File: src/hw/ctrl_periph_pkg.sv
/* peripheral constants for a 50 MHz clock, the decoded views of the
   bus write word and the SPI command passed from the decoder */
package ctrl_periph_pkg;

  // uart bit time, 115200 baud
  localparam logic [8:0] txd_cnt = 9'd434;
  // clocks per millisecond
  localparam logic [15:0] timer_cnt = 16'd50000;

  // spi divider and block count widths
  localparam int spi_div_w   = 6;
  localparam int spi_block_w = 10;
  // divider after reset, 400 kHz sd init clock
  localparam logic [spi_div_w-1:0] spi_cnt_dflt = 6'd62;

  // one write word, decoded per target register
  typedef union packed {
    logic [31:0] raw;
    struct packed {
      logic [29:0] rsvd;
      logic        core_rst;
      logic        sys_rst;
    } rst;
    struct packed {
      logic [12:0] rsvd_hi;
      logic [3:0]  status;
      logic [14:0] rsvd_lo;
    } ctrl;
    struct packed {
      logic [23:0] rsvd;
      logic [3:0]  cs_mask;
      logic [3:0]  cs_val;
    } cs;
  } ctrl_wdata_u;

  // write strobes and fields for the spi block
  typedef struct packed {
    logic                   start;
    logic [spi_div_w-1:0]   div;
    logic                   div_we;
    logic [spi_block_w-1:0] block;
    logic                   block_we;
    logic [7:0]             dat;
  } spi_cmd_t;

endpackage

File: src/hw/ctrl_bus_pkg.sv
/* qmem bus widths, register map and bus request/response types,
   shared by the register decoder, the top level and the testbench */
package ctrl_bus_pkg;

  // qmem address and data widths
  localparam int qaw = 22;
  localparam int qdw = 32;

  // register indices, word at byte offset index*4
  localparam logic [2:0] reg_rst       = 3'd0;
  localparam logic [2:0] reg_ctrl      = 3'd1;
  localparam logic [2:0] reg_uart_tx   = 3'd2;
  localparam logic [2:0] reg_timer     = 3'd3;
  localparam logic [2:0] reg_spi_div   = 3'd4;
  localparam logic [2:0] reg_spi_cs    = 3'd5;
  localparam logic [2:0] reg_spi_dat   = 3'd6;
  localparam logic [2:0] reg_spi_block = 3'd7;

  // master side, held until ack
  typedef struct packed {
    logic [qaw-1:0] adr;
    logic           cs;
    logic           we;
    logic [qdw-1:0] dat_w;
  } qmem_req_t;

  // slave side, dat_r lags ack by one cycle
  typedef struct packed {
    logic [qdw-1:0] dat_r;
    logic           ack;
  } qmem_rsp_t;

endpackage
File: src/hw/ctrl_top.sv
/* system controller register block: qmem decoder with uart transmitter,
   millisecond timer and spi master */
`timescale 1ns/100ps

module ctrl_top (
  input  logic                    clk,
  input  logic                    rst,
  input  ctrl_bus_pkg::qmem_req_t bus_req,
  output ctrl_bus_pkg::qmem_rsp_t bus_rsp,
  input  logic [3:0]              ctrl_cfg,
  output logic                    sys_rst,
  output logic                    core_rst,
  output logic [3:0]              ctrl_status,
  output logic                    uart_txd,
  output logic [3:0]              spi_cs_n,
  output logic                    spi_clk,
  output logic                    spi_do,
  input  logic                    spi_di
);
  import ctrl_periph_pkg::*;

  logic                 tx_start;
  logic [7:0]           tx_byte;
  logic                 tx_idle;
  logic                 tm_load;
  logic [15:0]          tm_val;
  logic [15:0]          tm_count;
  spi_cmd_t             spi_cmd;
  logic                 spi_run;
  logic                 spi_load;
  logic                 spi_busy;
  logic                 spi_half_tick;
  logic                 spi_byte_done;
  logic [7:0]           spi_rx;
  logic [spi_div_w-1:0] spi_div_r;

  // bus decode and local registers
  ctrl_regs ctrl_regs_i (
    .clk         (clk),
    .rst         (rst),
    .bus_req     (bus_req),
    .bus_rsp     (bus_rsp),
    .ctrl_cfg    (ctrl_cfg),
    .sys_rst     (sys_rst),
    .core_rst    (core_rst),
    .ctrl_status (ctrl_status),
    .spi_cs_n    (spi_cs_n),
    .tx_start    (tx_start),
    .tx_byte     (tx_byte),
    .tx_idle     (tx_idle),
    .tm_load     (tm_load),
    .tm_val      (tm_val),
    .tm_count    (tm_count),
    .spi_cmd     (spi_cmd),
    .spi_busy    (spi_busy),
    .spi_rx      (spi_rx),
    .spi_div_r   (spi_div_r)
  );

  uart_tx uart_tx_i (
    .clk      (clk),
    .rst      (rst),
    .tx_start (tx_start),
    .tx_byte  (tx_byte),
    .txd      (uart_txd),
    .tx_idle  (tx_idle)
  );

  ms_timer ms_timer_i (
    .clk      (clk),
    .rst      (rst),
    .tm_load  (tm_load),
    .tm_val   (tm_val),
    .tm_count (tm_count)
  );

  // end-of-transfer strobe is not needed at this level
  spi_ctrl_fsm spi_ctrl_fsm_i (
    .clk       (clk),
    .rst       (rst),
    .cmd       (spi_cmd),
    .half_tick (spi_half_tick),
    .byte_done (spi_byte_done),
    .run       (spi_run),
    .load      (spi_load),
    .tail_done (),
    .busy      (spi_busy),
    .div_r     (spi_div_r)
  );

  // divider and tx byte straight from the command fields
  spi_shifter spi_shifter_i (
    .clk       (clk),
    .rst       (rst),
    .run       (spi_run),
    .load      (spi_load),
    .div       (spi_cmd.div),
    .div_we    (spi_cmd.div_we),
    .dat       (spi_cmd.dat),
    .di        (spi_di),
    .sclk      (spi_clk),
    .do_bit    (spi_do),
    .half_tick (spi_half_tick),
    .byte_done (spi_byte_done),
    .rx_byte   (spi_rx)
  );

endmodule

File: src/hw/spi_shifter.sv
/* spi mode 3 datapath: half-period divider, sclk edge counter and
   shift registers; msb first, ones shifted in behind the byte */
`timescale 1ns/100ps

module spi_shifter (
  input  logic                                  clk,
  input  logic                                  rst,
  input  logic                                  run,
  input  logic                                  load,
  input  logic [ctrl_periph_pkg::spi_div_w-1:0] div,
  input  logic                                  div_we,
  input  logic [7:0]                            dat,
  input  logic                                  di,
  output logic                                  sclk,
  output logic                                  do_bit,
  output logic                                  half_tick,
  output logic                                  byte_done,
  output logic [7:0]                            rx_byte
);
  import ctrl_periph_pkg::*;

  logic [spi_div_w-1:0] div_q;
  logic [spi_div_w-1:0] cnt;
  logic [3:0]           edge_cnt;
  logic [8:0]           tx_sr;
  logic [7:0]           rx_sr;
  logic                 step;

  // divider reload value
  always_ff @(posedge clk or posedge rst) begin
    if (rst)
      div_q <= spi_cnt_dflt;
    else if (div_we)
      div_q <= div;
  end

  // counts down to zero, reloads only while running
  always_ff @(posedge clk or posedge rst) begin
    if (rst)
      cnt <= '0;
    else if (load || (run && (cnt == '0)))
      cnt <= div_q;
    else if (cnt != '0)
      cnt <= cnt - 1'b1;
  end

  assign half_tick = (cnt == '0);
  assign step      = run && half_tick;

  // 16 half-periods per byte, odd count = clock high
  always_ff @(posedge clk or posedge rst) begin
    if (rst)
      edge_cnt <= 4'hf;
    else if (step)
      edge_cnt <= edge_cnt - 4'd1;
  end

  assign sclk      = edge_cnt[0];
  assign byte_done = step && (edge_cnt == 4'd0);

  ////////////////////////////////////////////////////////////
  // data

  // extra top bit keeps do high until the first falling edge
  always_ff @(posedge clk or posedge rst) begin
    if (rst)
      tx_sr <= '1;
    else if (load)
      tx_sr <= {1'b1, dat};
    else if (step && sclk)
      tx_sr <= {tx_sr[7:0], 1'b1};
  end

  // sample on rising edge
  always_ff @(posedge clk) begin
    if (step && !sclk)
      rx_sr <= {rx_sr[6:0], di};
  end

  assign do_bit  = tx_sr[8];
  assign rx_byte = rx_sr;

endmodule

File: src/hw/spi_ctrl_fsm.sv
/* spi transfer sequencer: starts the shifter, counts block bytes and
   holds busy through a closing half-period; keeps the readable divider */
`timescale 1ns/100ps

module spi_ctrl_fsm (
  input  logic                                  clk,
  input  logic                                  rst,
  input  ctrl_periph_pkg::spi_cmd_t             cmd,
  input  logic                                  half_tick,
  input  logic                                  byte_done,
  output logic                                  run,
  output logic                                  load,
  output logic                                  tail_done,
  output logic                                  busy,
  output logic [ctrl_periph_pkg::spi_div_w-1:0] div_r
);
  import ctrl_periph_pkg::*;

  typedef enum logic [1:0] {
    st_idle,
    st_shift,
    st_tail
  } state_t;

  state_t                 state;
  logic [spi_block_w-1:0] blk;

  ////////////////////////////////////////////////////////////
  // transfer state

  always_ff @(posedge clk or posedge rst) begin
    if (rst) begin
      state <= st_idle;
    end else begin
      case (state)
        st_idle:  if (cmd.start) state <= st_shift;
        // last byte when block count is exhausted
        st_shift: if (byte_done && (blk == '0)) state <= st_tail;
        st_tail:  if (tail_done) state <= st_idle;
        default:  state <= st_idle;
      endcase
    end
  end

  // bytes remaining after the current one
  always_ff @(posedge clk or posedge rst) begin
    if (rst)
      blk <= '0;
    else if (cmd.block_we)
      blk <= cmd.block;
    else if ((state == st_shift) && byte_done && (blk != '0))
      blk <= blk - 1'b1;
  end

  // divider readback, written while idle
  always_ff @(posedge clk or posedge rst) begin
    if (rst)
      div_r <= spi_cnt_dflt;
    else if (cmd.div_we)
      div_r <= cmd.div;
  end

  ////////////////////////////////////////////////////////////
  // shifter control

  assign load      = (state == st_idle) && cmd.start;
  assign run       = (state == st_shift);
  // divider runs out once more after the last edge
  assign tail_done = (state == st_tail) && half_tick;
  assign busy      = (state != st_idle);

endmodule

File: src/hw/ms_timer.sv
/* free running millisecond counter, preset by tm_load;
   a load also restarts the millisecond prescaler */
`timescale 1ns/100ps

module ms_timer (
  input  logic        clk,
  input  logic        rst,
  input  logic        tm_load,
  input  logic [15:0] tm_val,
  output logic [15:0] tm_count
);
  import ctrl_periph_pkg::*;

  logic [15:0] pre;

  // prescaler, wraps once per millisecond
  always_ff @(posedge clk or posedge rst) begin
    if (rst)
      pre <= timer_cnt - 16'd1;
    else if (tm_load || (pre == 16'd0))
      pre <= timer_cnt - 16'd1;
    else
      pre <= pre - 16'd1;
  end

  // counter steps on prescaler wrap
  always_ff @(posedge clk or posedge rst) begin
    if (rst)
      tm_count <= 16'd0;
    else if (tm_load)
      tm_count <= tm_val;
    else if (pre == 16'd0)
      tm_count <= tm_count + 16'd1;
  end

endmodule

File: src/hw/uart_tx.sv
/* 8N1 uart transmitter, one byte per tx_start, no buffering;
   tx_idle must be high before the next start */
`timescale 1ns/100ps

module uart_tx (
  input  logic       clk,
  input  logic       rst,
  input  logic       tx_start,
  input  logic [7:0] tx_byte,
  output logic       txd,
  output logic       tx_idle
);
  import ctrl_periph_pkg::*;

  logic [3:0] bit_cnt;
  logic [8:0] baud;
  logic [9:0] frame;

  // bits left after the current one
  always_ff @(posedge clk or posedge rst) begin
    if (rst)
      bit_cnt <= 4'd0;
    else if (tx_start)
      bit_cnt <= 4'd9;
    else if ((bit_cnt != 4'd0) && (baud == 9'd0))
      bit_cnt <= bit_cnt - 4'd1;
  end

  // baud counter, reloads at each bit boundary
  always_ff @(posedge clk or posedge rst) begin
    if (rst)
      baud <= 9'd0;
    else if (tx_start)
      baud <= txd_cnt - 9'd1;
    else if (baud != 9'd0)
      baud <= baud - 9'd1;
    else if (bit_cnt != 4'd0)
      baud <= txd_cnt - 9'd1;
  end

  // stop, data lsb first, start; ones shift in behind
  always_ff @(posedge clk or posedge rst) begin
    if (rst)
      frame <= '1;
    else if (tx_start)
      frame <= {1'b1, tx_byte, 1'b0};
    else if ((bit_cnt != 4'd0) && (baud == 9'd0))
      frame <= {1'b1, frame[9:1]};
  end

  assign txd     = frame[0];
  assign tx_idle = (bit_cnt == 4'd0) && (baud == 9'd0);

endmodule

File: src/hw/ctrl_regs.sv
/* qmem register decoder: write strobes, reset/status/chip-select registers,
   read mux and the ack that stalls on a busy uart or spi */
`timescale 1ns/100ps

module ctrl_regs (
  input  logic                                clk,
  input  logic                                rst,
  input  ctrl_bus_pkg::qmem_req_t             bus_req,
  output ctrl_bus_pkg::qmem_rsp_t             bus_rsp,
  input  logic [3:0]                          ctrl_cfg,
  output logic                                sys_rst,
  output logic                                core_rst,
  output logic [3:0]                          ctrl_status,
  output logic [3:0]                          spi_cs_n,
  output logic                                tx_start,
  output logic [7:0]                          tx_byte,
  input  logic                                tx_idle,
  output logic                                tm_load,
  output logic [15:0]                         tm_val,
  input  logic [15:0]                         tm_count,
  output ctrl_periph_pkg::spi_cmd_t           spi_cmd,
  input  logic                                spi_busy,
  input  logic [7:0]                          spi_rx,
  input  logic [ctrl_periph_pkg::spi_div_w-1:0] spi_div_r
);
  import ctrl_bus_pkg::*;
  import ctrl_periph_pkg::*;

  logic [2:0]     idx;
  logic [2:0]     adr_r;
  logic           ack;
  logic [7:0]     wr_sel;
  logic [qdw-1:0] rd_dat;
  ctrl_wdata_u    wd;

  ////////////////////////////////////////////////////////////
  // decode

  // word index from byte address
  assign idx    = bus_req.adr[4:2];
  assign wd.raw = bus_req.dat_w;

  // uart and spi registers stall until their unit is free
  always_comb begin
    case (idx)
      reg_uart_tx: ack = bus_req.cs & tx_idle;
      reg_spi_div, reg_spi_cs, reg_spi_dat, reg_spi_block:
        ack = bus_req.cs & ~spi_busy;
      default: ack = bus_req.cs;
    endcase
  end

  // one-hot write strobe, only on an acked write
  assign wr_sel = (bus_req.cs && bus_req.we && ack) ? (8'b1 << idx) : 8'h00;

  ////////////////////////////////////////////////////////////
  // local registers

  always_ff @(posedge clk or posedge rst) begin
    if (rst) begin
      sys_rst     <= 1'b0;
      core_rst    <= 1'b0;
      ctrl_status <= 4'h0;
      spi_cs_n    <= 4'hf;
    end else begin
      if (wr_sel[reg_rst]) begin
        sys_rst  <= wd.rst.sys_rst;
        core_rst <= wd.rst.core_rst;
      end
      if (wr_sel[reg_ctrl])
        ctrl_status <= wd.ctrl.status;
      // masked write touches only the selected lines
      if (wr_sel[reg_spi_cs]) begin
        if (|wd.cs.cs_mask)
          spi_cs_n <= (spi_cs_n & ~wd.cs.cs_mask) | (~wd.cs.cs_val & wd.cs.cs_mask);
        else
          spi_cs_n <= ~wd.cs.cs_val;
      end
    end
  end

  ////////////////////////////////////////////////////////////
  // peripheral strobes

  assign tx_start = wr_sel[reg_uart_tx];
  assign tx_byte  = wd.raw[7:0];
  assign tm_load  = wr_sel[reg_timer];
  assign tm_val   = wd.raw[15:0];

  assign spi_cmd.start    = wr_sel[reg_spi_dat];
  assign spi_cmd.dat      = wd.raw[7:0];
  assign spi_cmd.div      = wd.raw[spi_div_w-1:0];
  assign spi_cmd.div_we   = wr_sel[reg_spi_div];
  assign spi_cmd.block    = wd.raw[spi_block_w-1:0];
  assign spi_cmd.block_we = wr_sel[reg_spi_block];

  ////////////////////////////////////////////////////////////
  // read back

  // address of the last selected cycle, data follows ack by one clock
  always_ff @(posedge clk or posedge rst) begin
    if (rst)
      adr_r <= 3'd0;
    else if (bus_req.cs)
      adr_r <= idx;
  end

  always_comb begin
    case (adr_r)
      reg_ctrl:    rd_dat = qdw'(ctrl_cfg);
      reg_timer:   rd_dat = qdw'(tm_count);
      reg_spi_div: rd_dat = qdw'(spi_div_r);
      reg_spi_dat: rd_dat = qdw'(spi_rx);
      default:     rd_dat = '0;
    endcase
  end

  assign bus_rsp.dat_r = rd_dat;
  assign bus_rsp.ack   = ack;

endmodule

File: config.mk
export PLATFORM = sky130hd
export DESIGN_NAME = ctrl_top
export DESIGN_NICKNAME = d
export VERILOG_FILES = /design/src/hw/ctrl_periph_pkg.sv /design/src/hw/ctrl_bus_pkg.sv /design/src/hw/ctrl_top.sv /design/src/hw/spi_shifter.sv /design/src/hw/spi_ctrl_fsm.sv /design/src/hw/ms_timer.sv /design/src/hw/uart_tx.sv /design/src/hw/ctrl_regs.sv
export SDC_FILE = /design/constraint.sdc
export NUM_CORES = 1
export LEC_CHECK = 0
export BUFFER_PORTS_ARGS = -buffer_cell sky130_fd_sc_hd__buf_2
export CORE_MARGIN = 2
export CORE_UTILIZATION = 58
export CTS_BUF_LIST = sky130_fd_sc_hd__clkbuf_16
export DETAILED_ROUTE_END_ITERATION = 6
export HOLD_SLACK_MARGIN = 0.15
export PLACE_DENSITY = 0.81
export SETUP_SLACK_MARGIN = 0.3
export SYNTH_ARGS = -nofsm -noshare
export SYNTH_HDL_FRONTEND = slang
export SYNTH_HIERARCHICAL = 1
export SYNTH_SLANG_ARGS = --single-unit
File: constraint.sdc
create_clock -name clk -period 2.72 [get_ports clk]
set_input_delay 0.136 -clock clk [delete_from_list [all_inputs] [get_ports clk]]
set_output_delay 0.136 -clock clk [all_outputs]
set_load 0.1 [all_outputs]
==> results of run 1 <==
## state kept, by name, summed over array words and instances (netlist names), named ones only
name	cells
spi_shifter_i/cnt	6
ms_timer_i/tm_count	16
spi_shifter_i/edge_cnt	4
uart_tx_i/baud	9
spi_shifter_i/div_q	6
spi_ctrl_fsm_i/div_r	6
ctrl_regs_i/adr_r	3
ms_timer_i/pre	16
uart_tx_i/bit_cnt	4
spi_ctrl_fsm_i/blk	10
spi_ctrl_fsm_i/state	2
ctrl_regs_i/ctrl_status	4
ctrl_regs_i/core_rst	1
uart_tx_i/frame	9
spi_shifter_i/tx_sr	9
ctrl_regs_i/sys_rst	1
spi_shifter_i/rx_byte	8
## cell usage in the layout (no fill, tap or decap), types with 6 or more instances in the layout
cell,n
o211ai_1,7
buf_2,59
mux2_2,13
o21ai_0,23
a21oi_1,18
inv_1,28
dfrtp_1,65
nor2b_1,6
buf_4,43
a31oi_1,25
dlygate4sd3_1,25
inv_2,6
nand2_1,46
clkbuf_16,18
dfstp_2,44
xor2_1,7
a2bb2oi_1,10
or4_1,19
edfxtp_1,8
nand3_1,18
or3_1,9
mux2i_1,16
and2_1,11
ha_1,7
or4_4,7
conb_1,16
xnor2_1,13
nor2_1,46
nor3_1,18
o31ai_1,16
## where the power goes
group          leakage [nW]  total, mW  internal [mW]  switching (mW)
clock network         0.278       2.04           1.28           0.767
logic                  1.85       2.08          0.721            1.36
registers              1.29       2.72           2.32           0.398
## critical path, delay by kind of cell (launching register included)
family          cells  cell delay, ns
simple gates        3            1.53
flops               1            0.39
compound gates      1            0.21
fa+ha+maj           1            0.14
buf+inv             1            0.07
## metrics by stage
stage | cell area, um^2 | setup WS (ns) | util, % | instances
after floorplan | 6939 | 0.2314 | - | 706
after global placement | 6932 | 0.2405 | 60.45 | 838
after detailed placement | 6932 | 0.2048 | 60.45 | 838
after CTS | 7824 | 0.2100 | 68.23 | 901
after global routing | 8000 | 0.2583 | 69.77 | 914
final | 8000 | 0.3012 | 69.77 | 914
## area by class of cell
| cell class | count | share of cell area (%) |
|---|---|---|
| multi-input combinational | 459 | 40.19 |
| sequential | 118 | 38.16 |
| inverter | 33 | 1.595 |
| tap | 143 | 2.236 |
| clock inverter | 14 | 1.157 |
| antenna | 1 | 0.03128 |
| clock buffer | 18 | 5.630 |
| timing repair buffer | 128 | 10.99 |
## worst max-delay path by stage
stage | depth (start not counted) | to
after floorplan | 9 | ms_timer_i/tm_count[2]
after global placement | 4 | ms_timer_i/tm_count[9]
after detailed placement | 10 | spi_ctrl_fsm_i/blk[7]
after CTS | 8 | bus_rsp[0]
after global routing | 10 | spi_ctrl_fsm_i/blk[9]
final | 6 | ms_timer_i/tm_count[12]
## metal layers
layer,global-route usage (%),routed length [um]
met1,34.36,7152
met4,11.87,608
met2,42.48,8158
met5,0,0
met3,5.463,1047
## repair_timing
| action | CTS | global route |
|---|---|---|
| setup endpoints to repair | 23 | 18 |
| gates resized for setup | 14 | 20 |
| endpoints found under the hold margin | 119 | 0 |
| cloned | 2 | 0 |
| pin swaps | 2 | 14 |
| hold buffers | 25 | 0 |
| buffers inserted | 4 | 12 |
==> run summary, run 1 <==
Final setup viols: 0
vias per cell: 6.149
Period Utilization, post-route: 88.93%
Worst slew margin: 24.03%
Max rail drop VDD: 719.9 uV
Crit Path Max Fanout: 7
pin count of the biggest net entering global routing: 29
DRT Wirelength: 16970 um
H-tree depth: 4
Clock Skews: 0.006044 ns
Synth Warn #: 6
initial antenna violation count: 1
Residual DRC: 0
Vert. Die Dim: 112.7 um
Max Clk Rate: 413.4 MHz
Layout Nets: 830
endpoints failing hold: 0
CTS Sinks: 118
CP max stage delay: 0.60 ns
Reg2Reg Capture Point: ms_timer_i/tm_count[12]
root buffer cell: clkbuf_16
total power: 6.841 mW
CTS Buffer Depth: 2
TritonCTS clock tree: built
Final Max Slew Viols: 0
TritonRoute pass-1 iters: 5
worst skew pair latency: 0.41 ns
WP data arrival: 2.74 ns
Starting Density: 59.76%
Synth Instances: 691
Sequential Area: 0.003053 mm^2
Vias: 5620
min Tclk post-route: 2.419 ns
P_leak: 3.424 nW
floorplan die area: 0.01270 mm^2
hpwl dp: 10800 um
Final TNS setup: 0 ns
wire length per cell: 18.56 um
# IOs: 109
Reg clk slew, reported paths: 0.05 ns
Multi-input gate area: 0.003216 mm^2
Hold Startpoint: bus_req[36]
Mean Syn Cell Area: 9.917 um^2
startpoint types: flop
hold depth: 4
Max Cap Viol: 0
Worst setup startpoint: ms_timer_i/pre[0]
worst hold margin: 0.2169 ns
outcome: completed
reg-to-reg slack, setup: 0.30 ns
Num CTS Buffers: 17
global-route wire length before repair: 26410 um
worst hold path class: in2reg
cell area power density: 855.1 mW/mm^2
total grt overflow: 0
unrepaired setup endpoints after global routing: true
layout cells sized above 1: 31.56%
num rows: 39
CP Class: reg2reg
Die W: 112.7 um
crit path cell chain: inv_2, ha_4, or4b_4, or4_4, or4_1, a31oi_1
core area: 0.01147 mm^2
worst r2r src: ms_timer_i/pre[0]
gpl congestion: 0.8657
drt first-iter violations: 512
Layout area overhead: 16.74%
Data required, critical path: 3.05 ns
IO Port Bufs: 60
GRT Total Usage: 26.29%
number of global-route vias before repair: 5386
Least-Margin Pin Slew: 1.138 ns
Reg2Reg Depth: 6
Antenna Violating Nets Remaining: 0
Slowest-stage cell, CP: or4_4
Mapped Area: 0.006853 mm^2
filler instances: 800
Setup crit end kind: flop
Note: power is estimated with default switching activity, not from simulation.
==> inputs of run 2 (changes only) <==
--- a/config.mk
+++ b/config.mk
@@ -11,7 +11,7 @@
 export CTS_BUF_LIST = sky130_fd_sc_hd__clkbuf_16
 export DETAILED_ROUTE_END_ITERATION = 6
 export HOLD_SLACK_MARGIN = 0.15
-export PLACE_DENSITY = 0.81
+export PLACE_DENSITY = 0.87
 export SETUP_SLACK_MARGIN = 0.3
 export SYNTH_ARGS = -nofsm -noshare
 export SYNTH_HDL_FRONTEND = slang
==> run 2 against run 1 <==
Against the previous run:
- critical path depth rose by 3
- highest routed layer unchanged
- register-to-register slack barely moved
- via count rose by 0.46%
- clock power rose by 10%
- global-route usage rose by 0.69 points
- combinational power barely moved
- routed wire length rose by 0.77%
- setup slack got worse by 0.0083 ns
- hold slack improved by 0.041 ns
- clock skew barely moved
==> run summary, run 2 (same netlist as run 1, synthesis figures left out) <==
# IOs: 109 (unchanged)
Residual DRC: 0 (unchanged)
Crit Path Max Fanout: 6 (-1)
Setup crit end kind: primary output
worst path bufs/invs: 3 (+2)
Starting Density: 59.76% (unchanged)
CTS Sinks: 118 (unchanged)
floorplan die area: 0.01270 mm^2 (unchanged)
Max Clk Rate: 412.0 MHz (-0.34%)
Die W: 112.7 um (unchanged)
TritonRoute pass-1 iters: 6 (+1)
Data required, critical path: 2.58 ns (-0.47 ns)
gpl congestion: 0.8651 (about the same)
outcome: completed
crit path cell chain: inv_1, ha_2, nor4b_4, nand3_2, nor2_4, buf_4, nor4b_1, nor2_1, buf_12
Max Cap Viol: 0 (unchanged)
Worst slew margin: 26.48% (+2.4 points)
Finished Core Util: 70.26% (+0.49 points)
H-tree depth: 4 (unchanged)
drt first-iter violations: 626 (+22%)
Reg2Reg Capture Point: ms_timer_i/tm_count[14]
Reg2Reg Depth: 6 (unchanged)
Regs by FF count: ms_timer_i/pre: 16 flops, ms_timer_i/tm_count: 16 flops, spi_ctrl_fsm_i/blk: 10 flops
Least-Margin Pin Slew: 1.102 ns (-0.03662 ns)
filler instances: 754 (-5.8%)
Worst setup startpoint: uart_tx_i/baud[0]
wire length per cell: 18.75 um (+0.99%)
Num CTS Buffers: 17 (unchanged)
reg-to-reg slack, setup: 0.31 ns (about the same)
WP depth: 9 (+3)
GRT Total Usage: 26.98% (+0.69 points)
layout cells sized above 1: 32.38% (+0.82 points)
DRT Wirelength: 17100 um (+0.77%)
global-route wire length before repair: 27050 um (+2.4%)
worst skew pair latency: 0.42 ns (about the same)
Max rail drop VDD: 687.9 uV (-4.5%)
min Tclk post-route: 2.427 ns (+0.008318 ns)
WP data arrival: 2.29 ns (-0.45 ns)
Reg clk slew, reported paths: 0.05 ns (about the same)
worst hold path class: in2reg
CP Class: reg2out
Antenna Cells: 0 (-1)
Final setup viols: 0 (unchanged)
Slowest-stage cell, CP: dfrtp_1
P_leak: 3.458 nW (+0.99%)
vias per cell: 6.191 (+0.68%)
num rows: 39 (unchanged)
Layout area overhead: 17.56%
Final TNS setup: 0 ns (unchanged)
Final Max Slew Viols: 0 (unchanged)
commonest non-fill, non-tap cell in the layout: dfrtp_1
Hold Startpoint: bus_req[38]
Clock Skews: 0.005814 ns (-0.0002301 ns)
Period Utilization, post-route: 89.23% (+0.31 points)
CTS Buffer Depth: 2 (unchanged)
Antenna Violating Nets Remaining: 0 (unchanged)
CP max stage delay: 0.39 ns (-0.21 ns)
initial antenna violation count: 0 (-1)
cell area power density: 880.8 mW/mm^2 (+3.0%)
endpoints failing hold: 0 (unchanged)
most frequent cells in the layout: dfrtp_1, buf_2, nand2_1, nor2_1, dfstp_2
startpoint types: flop
core area: 0.01147 mm^2 (unchanged)
IO Port Bufs: 60 (unchanged)
critical path endpoint: bus_rsp[0]
Vias: 5646 (+0.46%)
pin count of the biggest net entering global routing: 29 (unchanged)
worst r2r src: ms_timer_i/pre[1]
TritonCTS clock tree: built
unrepaired setup endpoints after global routing: true
hpwl dp: 10530 um (-2.5%)
number of global-route vias before repair: 5604 (+4.0%)
root buffer cell: clkbuf_16
CP top delay family: simple AND/OR/NAND/NOR gates
Vert. Die Dim: 112.7 um (unchanged)
total grt overflow: 0 (unchanged)
Layout Nets: 829 (-0.12%)
[run 2: changes by cell type in the layout (fill, tap and decap cells not counted), sizes merged]
cell and change:
clkinvlp -1, bufinv +2, clkinv -2, buf -1, diode -1, inv +1
[run 2: routing by layer]
| layer | routed length, um | track usage (%) | vias to the layer above |
|---|---|---|---|
| li1 | - | - | 2565 |
| met1 | 6766 | 32.27 | 2770 |
| met2 | 8638 | 44.27 | 263 |
| met3 | 1219 | 8.516 | 48 |
| met4 | 471 | 13.25 | 0 |
| met5 | 0 | 0 | - |
[run 2: layout make-up]
cell class / instances / area (um^2) / area share [%]
clock inverters: 14 / 141.4 / 1.755
inverters: 33 / 127.6 / 1.584
clock buffers: 18 / 450.4 / 5.591
well taps: 143 / 178.9 / 2.221
repair buffers: 127 / 880.8 / 10.93
flip-flops and latches: 118 / 3054 / 37.91
multi-input cells: 459 / 3223 / 40.01
[run 2: worst min-delay path by stage]
stage	end	slack (ns)	cells past startpoint
after floorplan	ctrl_regs_i/adr_r[0]	0.01	1
after global placement	ctrl_regs_i/sys_rst	0.25	2
after detailed placement	ctrl_regs_i/sys_rst	0.26	2
after CTS	uart_tx_i/bit_cnt[0]	0.23	4
after global routing	uart_tx_i/bit_cnt[0]	0.28	4
final	uart_tx_i/bit_cnt[0]	0.26	4
[run 2: power by group]
| part | internal, mW | total (mW) | switching (mW) |
|---|---|---|---|
| logic | 0.739 | 2.11 | 1.37 |
| registers | 2.32 | 2.74 | 0.413 |
| clock network | 1.47 | 2.25 | 0.784 |
[run 2: tightest hold or removal path, delay by kind of cell]
family / cells / cell delay [ns]
buffers and inverters: 2 / 0.31
and+or+nand+nor: 2 / 0.17
[run 2: timing repair]
| action | CTS | global route |
|---|---|---|
| cloned | 2 | 0 |
| endpoints found under the hold margin | 126 | 0 |
| setup endpoints to repair | 38 | 48 |
| gates resized for setup | 18 | 17 |
| hold buffers | 25 | 0 |
| pin swaps | 5 | 15 |
| setup buffers | 4 | 14 |
[run 2: per-stage QoR]
step | worst slack (ns) | power (mW) | std cells | instance area, um^2 | hold WS (ns)
after floorplan | 0.2314 | 4.274 | 706 | 6939 | 0.01010
after global placement | 0.2408 | 4.531 | 835 | 6924 | 0.2487
after detailed placement | 0.1762 | 4.649 | 835 | 6924 | 0.2585
after CTS | 0.1631 | 7.026 | 898 | 7878 | 0.2306
after global routing | 0.2003 | 7.405 | 912 | 8056 | 0.2825
final | 0.2929 | 7.096 | 912 | 8056 | 0.2576
